<file path="config.mk">
export PLATFORM = sky130hd
export DESIGN_NAME = itag_lookup
export DESIGN_NICKNAME = d
export VERILOG_FILES = /design/src/logic/icache_geom_pkg.sv /design/src/logic/icache_ctrl_pkg.sv /design/src/logic/itag_lookup.sv
export SDC_FILE = /design/constraint.sdc
export NUM_CORES = 1
export LEC_CHECK = 0
export ABC_AREA = 1
export BUFFER_PORTS_ARGS = -buffer_cell sky130_fd_sc_hd__clkbuf_2
export CORE_MARGIN = 2
export CORE_UTILIZATION = 51
export CTS_CLUSTER_SIZE = 16
export DETAILED_ROUTE_END_ITERATION = 8
export PLACE_DENSITY = 0.89
export SYNTH_ARGS = -nofsm -noshare
export SYNTH_HDL_FRONTEND = slang
export SYNTH_SLANG_ARGS = --single-unit
</file>
<file path="constraint.sdc">
create_clock -name clk -period 3.9 [get_ports clk]
set_clock_uncertainty 0.1 [all_clocks]
set_input_delay 0.39 -clock clk [delete_from_list [all_inputs] [get_ports clk]]
set_output_delay 0.39 -clock clk [all_outputs]
set_load 0.005 [all_outputs]
</file>
<file path="src/logic/icache_geom_pkg.sv">
/*
  Geometry of the instruction cache tag side.
  Fixed at 256 sets, 16-byte lines and a 32-bit byte address.
  num_sets must stay a power of two equal to 2**index_w.
  A tag entry is one valid bit above the 20-bit tag.
*/
`default_nettype none

package icache_geom_pkg;

    localparam int num_sets = 256;      // sets per way
    localparam int index_w  = 8;        // log2(num_sets)
    localparam int offset_w = 4;        // byte offset in a 16-byte line
    localparam int tag_w    = 20;       // 32 - index_w - offset_w
    localparam int entry_w  = 21;       // valid + tag

    // byte address as seen by the cache
    typedef struct packed {
        logic [tag_w-1:0]    tag;       // upper bits, stored in the tag ram
        logic [index_w-1:0]  index;     // set select
        logic [offset_w-1:0] offset;    // ignored by the tag side
    } iaddr_t;

    // one stored tag entry, all zero means invalid
    typedef struct packed {
        logic             valid;        // entry holds a line
        logic [tag_w-1:0] tag;          // tag of that line
    } tag_entry_t;

endpackage

`default_nettype wire

</file>
<file path="src/logic/icache_ctrl_pkg.sv">
/*
  Controller types of the tag lookup and fill logic.
  way_e values match the lru bit: 1 names way 1 as next victim.
  Request and response structs carry no handshake of their own,
  they travel next to a plain strobe.
*/
`default_nettype none

package icache_ctrl_pkg;

    typedef enum logic [0:0] {
        way0 = 1'b0,
        way1 = 1'b1
    } way_e;

    typedef enum logic [1:0] {
        st_init = 2'd0,                 // reset sweep, invalidates all sets
        st_run  = 2'd1,                 // accepting lookups and fills
        st_fill = 2'd2                  // one write cycle, ready low
    } ctrl_state_e;

    typedef struct packed {
        icache_geom_pkg::iaddr_t addr;  // fetch address to check
    } lookup_req_t;

    typedef struct packed {
        logic hit;                      // tag found in a valid way
        way_e hit_way;                  // way0 wins if both match
        way_e victim_way;               // where a refill should go
    } lookup_resp_t;

    typedef struct packed {
        icache_geom_pkg::iaddr_t addr;  // line being refilled
        way_e                    way;   // target way, usually the victim
    } fill_req_t;

endpackage

`default_nettype wire

</file>
<file path="src/logic/itag_lookup.sv">
/*
  Lookup and fill controller for the tag store.
  After reset it invalidates one set per cycle, ready rises after 256 cycles.
  Lookups return resp_valid exactly 2 cycles after acceptance, in order.
  A fill holds ready low for one cycle and gives fill_done 1 cycle later.
  Strobes seen while ready is low are dropped. A fill wins over a lookup.
  Results cannot be stalled.
*/
`timescale 1ns/1ps
`default_nettype none

module itag_lookup (
    input  logic                                clk,
    input  logic                                reset,
    input  logic                                lookup_valid,
    input  icache_ctrl_pkg::lookup_req_t        lookup,
    input  logic                                fill_valid,
    input  icache_ctrl_pkg::fill_req_t          fill,
    output logic                                ready,
    output logic                                resp_valid,
    output icache_ctrl_pkg::lookup_resp_t       resp,
    output logic                                fill_done,
    output logic                                block0_we,
    output logic                                block1_we,
    output logic                                block0_re,
    output logic                                block1_re,
    output logic [icache_geom_pkg::index_w-1:0] index,
    output icache_geom_pkg::tag_entry_t         tag_wd,
    input  icache_geom_pkg::tag_entry_t         tag0_rd,
    input  icache_geom_pkg::tag_entry_t         tag1_rd,
    input  logic                                lru,
    input  logic                                w_complete,
    input  logic                                r_complete
);

    localparam int last_set = icache_geom_pkg::num_sets - 1;

    icache_ctrl_pkg::ctrl_state_e          state;
    logic [icache_geom_pkg::index_w-1:0]   sweep_cnt;    // set being invalidated
    icache_ctrl_pkg::fill_req_t            fill_q;       // accepted fill
    logic                                  fill_wr_q;    // write last cycle was a fill
    logic                                  lk_valid_q;   // stage 0: read in flight
    logic [icache_geom_pkg::tag_w-1:0]     lk_tag_q;     // stage 0 tag
    logic [icache_geom_pkg::index_w-1:0]   lk_index_q;   // stage 0 set
    logic [icache_geom_pkg::tag_w-1:0]     cmp_tag_q;    // stage 1 tag, meets ram data
    logic                                  hit0;
    logic                                  hit1;
    icache_ctrl_pkg::way_e                 victim;

    assign ready     = (state == icache_ctrl_pkg::st_run);
    assign fill_done = w_complete & fill_wr_q;   // sweep writes give no pulse

    always_ff @(posedge clk) begin
        if (reset) begin
            state      <= icache_ctrl_pkg::st_init;
            sweep_cnt  <= '0;
            lk_valid_q <= 1'b0;
            fill_wr_q  <= 1'b0;
            resp_valid <= 1'b0;
        end else begin
            case (state)
                icache_ctrl_pkg::st_init: begin
                    sweep_cnt <= sweep_cnt + 1'b1;
                    if (sweep_cnt == last_set[icache_geom_pkg::index_w-1:0]) begin
                        state <= icache_ctrl_pkg::st_run;   // all sets cleared
                    end
                end
                icache_ctrl_pkg::st_run: begin
                    if (fill_valid) begin
                        state <= icache_ctrl_pkg::st_fill;
                    end
                end
                icache_ctrl_pkg::st_fill: state <= icache_ctrl_pkg::st_run;
                default:                  state <= icache_ctrl_pkg::st_init;
            endcase
            lk_valid_q <= ready & lookup_valid & ~fill_valid;  // fill wins
            fill_wr_q  <= (state == icache_ctrl_pkg::st_fill);
            resp_valid <= r_complete;                          // compare takes one stage
        end
    end

    // payload registers
    always_ff @(posedge clk) begin
        if (ready && fill_valid) begin
            fill_q <= fill;
        end
        lk_tag_q   <= lookup.addr.tag;
        lk_index_q <= lookup.addr.index;
        cmp_tag_q  <= lk_tag_q;                 // lines up with r_complete
        if (r_complete) begin
            resp.hit        <= hit0 | hit1;
            resp.hit_way    <= hit0 ? icache_ctrl_pkg::way0 : icache_ctrl_pkg::way1;
            resp.victim_way <= victim;
        end
    end

    // ram side: sweep, fill write or lookup read, never two at once
    always_comb begin
        block0_we  = 1'b0;
        block1_we  = 1'b0;
        block0_re  = 1'b0;
        block1_re  = 1'b0;
        index      = lk_index_q;
        tag_wd     = '0;                        // invalid entry
        case (state)
            icache_ctrl_pkg::st_init: begin
                block0_we = 1'b1;               // both ways, lru ends at 1
                block1_we = 1'b1;
                index     = sweep_cnt;
            end
            icache_ctrl_pkg::st_fill: begin
                block0_we  = (fill_q.way == icache_ctrl_pkg::way0);
                block1_we  = (fill_q.way == icache_ctrl_pkg::way1);
                index      = fill_q.addr.index;
                tag_wd.valid = 1'b1;
                tag_wd.tag   = fill_q.addr.tag;
            end
            default: begin
                block0_re = lk_valid_q;         // read both ways of the set
                block1_re = lk_valid_q;
            end
        endcase
    end

    // tag compare, way0 first
    assign hit0 = tag0_rd.valid && (tag0_rd.tag == cmp_tag_q);
    assign hit1 = tag1_rd.valid && (tag1_rd.tag == cmp_tag_q);

    // victim: first free way, else the lru choice
    always_comb begin
        if (!tag0_rd.valid) begin
            victim = icache_ctrl_pkg::way0;
        end else if (!tag1_rd.valid) begin
            victim = icache_ctrl_pkg::way1;
        end else begin
            victim = icache_ctrl_pkg::way_e'(lru);
        end
    end

endmodule

`default_nettype wire

</file>
# Word level (Yosys, flattened, before mapping)
# Index checks and enable logic that the tools add are counted.
# W data, S select, Z words.
dict set report classes {
  muxes 10
  n_addsub 1
  eq_ne 7
  n_bitwise 6
  reduce_logical 6
}
# operator n
set ops {}
lappend ops {{$eq A20 B20 Y1} 2}
lappend ops {{$mux W21} 1}
lappend ops {{$pmux W8 S2} 1}
lappend ops {{$add A8 B1 Y8 const B} 1}
lappend ops {{$eq A8 B8 Y1 const B} 1}
lappend ops {{$pmux W2 S3} 1}
lappend ops {{$mux W2} 2}
lappend ops {{$ne A2 B2 Y1 const B} 2}
lappend ops {{$pmux W1 S2} 2}
lappend ops {{$and A1 B1 Y1} 3}
lappend ops {{$logic_and A1 B1 Y1} 3}
lappend ops {{$mux W1} 3}
lappend ops {{$eq A2 B1 Y1 const B} 1}
lappend ops {{$eq A2 B2 Y1 const B} 1}
lappend ops {{$logic_not A2 Y1} 1}
lappend ops {{$not A1 Y1} 2}
lappend ops {{$reduce_and A2 Y1} 1}
lappend ops {{$reduce_or A2 Y1} 1}
lappend ops {{$or A1 B1 Y1} 1}
dict set report totals {
  ff_bits 93
  input_bits 114
  wordCells 44
}

# Depth between registers and ports, before layout
dict set report depth {
  depth_word 3
  ltp_mapped 8
  depth_no_buf 8
}

# Worst setup path after synthesis
# OpenSTA, ideal clock, no wires.
dict set report synth_path {
  path_type {register -> register}
  from {reg state[0]}
  to {reg fill_q[0] in the netlist's numbering, enable pin}
  path_slack_ns 1.425
  arrival_time_ns 1.960
  setup_ns 0.415
  path_stages_with_launch 5
  required_ns 3.385
  path_buffers 0
  path_cell_list {dfxtp_1 inv_2 nor2_1 inv_1 nor2_1}
}
dict set report synth_between {
  elab_chain_len 2
}
# item line
set synth_rtl {}
lappend synth_rtl {{from (decl)} itag_lookup.sv:38} ;# icache_ctrl_pkg::ctrl_state_e state;
lappend synth_rtl {{from (signal assigned)} itag_lookup.sv:55} ;# state <= icache_ctrl_pkg::st_init;
lappend synth_rtl {{from (signal assigned)} itag_lookup.sv:65} ;# state <= icache_ctrl_pkg::st_run;
lappend synth_rtl {{from (signal assigned)} itag_lookup.sv:70} ;# state <= icache_ctrl_pkg::st_fill;
lappend synth_rtl {{$eq A2 B1 Y1} itag_lookup.sv:50} ;# assign ready = (state == icache_ctrl_pkg::st_run);
lappend synth_rtl {{via ready} itag_lookup.sv:19} ;# output logic ready,
lappend synth_rtl {{$logic_and A1 B1 Y1} itag_lookup.sv:84} ;# if (ready && fill_valid) begin
lappend synth_rtl {{to (signal assigned)} itag_lookup.sv:85} ;# fill_q <= fill;
lappend synth_rtl {{to (decl)} itag_lookup.sv:40} ;# icache_ctrl_pkg::fill_req_t fill_q;
# The timed path passes the listed nets, and every way through them passes these cells.
# A chain may end at the register's enable or synchronous reset.

==> results.md <==
- Layout cells sized above 1: 28.8%
- DRT iter0 DRCs: 73
- Core region area: 6790 um^2
- Mapped Area: 3580 um^2
- Placed cell area: 4410 um^2
- Setup total negative slack: 0 ns
- Area leader, netlist: dfxtp_1
- CTS clk-pin slew, worst paths: 0.09 ns
- Starting Density: 52.8%
- Drt drc: 0
- H-tree depth: 3
- Die Span Y: 87.8 um
- Pleak: 2.53 nW
- Outcome: completed
- Slew margin rel.: 59.7%
- CTS tree: yes
- Drt pass-1 iters: 4
- Worst Hold Class: primary input to register
- Actual slew at the worst max-slew pin: 0.604 ns
- Drt total wl: 7880 um
- Commonest non-fill, non-tap cell in the layout: clkbuf_2
- Ant diodes: 0
- Clock Latency Late Sink: 0.35 ns
- Cell variety after synth: 25
- Setup CP Type: register to output port
- Placed Cells incl. Taps: 666
- Wirelength per Cell: 11.5 um
- Final net count: 697
- Crit end category: output port
- Clock buffer depth: 2
- Clock sinks: 93
- Die ar.: 7710 um^2
- Max Slew Vio Count: 0
- Vias in the first global route: 3041
- Area grow syn2layout: 30.1%
- Root Buffer: clkbuf_8
- RSZ-0062 raised after global routing: no
- Initial antenna violation count: 0
- MaxCap Viol Count: 0
- Post-CTS Hold Buffers: 0
- Overflow after GRT: 0
- Syn_area_per_cell: 8.36 um^2
- Die W: 87.8 um
- Setup repair bufs after CTS: 0
- Syn nets: 544
- Number of placement rows: 30
- Cell count after synthesis: 429
- Min Hold Slack: 0.0262 ns
- Required @ worst endpoint: 3.41 ns
- PostCTS Resize Cnt: 0
- Worst Path Max Fanout: 22
- Vias/cell: 4.51
- Top Ports: 153
- Utilization after layout: 68.6%
- I/O Buffers: 144
- Most frequent cells in the layout: clkbuf_2 (144), nand2_1 (138), inv_1 (90)
- Final instance count without filler cells: 683
- Tcrit/Tclk final: 60.9%
- Largest net degree at the start of global routing: 30
- Power Density: 412 nW/um^2
- Crit start category: register
- Routed Antenna Nets: 0
- Top cell type's share of synthesized area: 34.1%
- HPWL Detailed: 6140 um
- Post-route cell area: 4660 um^2
- Post-synthesis register bit count: 93
- Setup-failing EPs final: 0
- Seq/Total Area, Yosys: 60.9%
- Total track usage: 20.9%
- Final GP Congestion: 0.812
- Hold Fails Final Rpt: 0
- First-pass GRT wire length: 12300 um
- Max Clk Rate: 421 MHz
- Synth top area cells: dfxtp_1 (34%), edfxtp_1 (27%), nand2_1 (14%), inv_1 (9.4%), nor2_1 (5.7%)
- Worst vdd ir: 315 uV
- CP Data Arrival Time: 1.88 ns
- Via total after detailed routing: 3083
- Yosys warnings: 0
- Final min period: 2.37 ns
- CTS Buf Count: 9
flip-flops by register name, indices dropped and copies added (netlist names):
signal      cells
cmp_tag_q      20
state           2
resp_valid      1
fill_q         29
lk_valid_q      1
resp            3
lk_tag_q       20
lk_index_q      8
sweep_cnt       8
fill_wr_q       1
critical path, stage by stage, from the launching register on:
cell and delay, ns:
dfxtp_1 0.64, nor2_4 0.15, inv_1 0.48, nor2_1 0.11, clkbuf_2 0.14
area by class of cell:
| type | instances | area, um^2 |
|---|---|---|
| Multi-Input combinational cell | 239 | 1030 |
| Sequential cell | 93 | 2180 |
| Tap cell | 96 | 120 |
| Clock buffer | 11 | 153 |
| Inverter | 93 | 349 |
| Fill cell | 544 | 2130 |
| Timing Repair Buffer | 146 | 738 |
| Clock inverter | 5 | 86.3 |
stage by stage:
step / setup slack, ns / power [W]
after floorplan: 1.42 / 0.00112
after global placement: 1.95 / 0.00120
after detailed placement: 1.89 / 0.00120
after CTS: 1.48 / 0.00194
after global routing: 1.35 / 0.00201
final: 1.53 / 0.00192
worst paths after layout:
| kind | start | end | slack, ns | cells after the start |
|---|---|---|---|---|
| setup / recovery | state[0]$_SDFFE_PP0P_ | tag_wd[14] | 1.53 | 4 |
| setup reg to reg | state[0]$_SDFFE_PP0P_ | fill_q[18]$_DFFE_PP_ | 1.95 | 5 |
| hold / removal | lookup[5] | lk_index_q[1]$_DFF_P_ | 0.03 | 1 |
| hold reg to reg | lk_tag_q[13]$_DFF_P_ | cmp_tag_q[13]$_DFF_P_ | 0.22 | 0 |
routing by layer:
layer | routed length, um | track usage, % | share of wire [%]
met1 | 2950 | 19.9 | 37
met2 | 4050 | 40.4 | 51
met3 | 752 | 8.39 | 9.5
met4 | 128 | 6.99 | 1.6
met5 | 0 | 0 | 0
cells in the mapped netlist (all sizes together):
cell type	n
dfxtp	61
buf	4
nor2	55
nor3	4
inv	93
a31oi	1
o21ai	11
xnor2	2
a221o	1
ha	1
nand2	139
a21oi	6
o211ai	6
o21a	1
nand3	11
edfxtp	32
a21boi	1
power by group:
group	switching (W)	internal [W]
clock	0.000333	0.000407
combinational	0.0000669	0.0000689
sequential	0.0000143	0.00103
total	0.000414	0.00151
cell families (layout without fill, tap and decap cells):
group,after synthesis,count (layout),share of synthesized area [%]
adder cells (fa/ha/maj),1,1,0.349
XOR/XNOR,2,2,0.489
buffers and inverters,97,255,10.4
flip-flops,93,93,60.9
AO/OA/AOI/OAI,27,27,4.50
AND/OR/NAND/NOR,209,209,23.4
No activity file was read; power rests on OpenSTA's default activity.
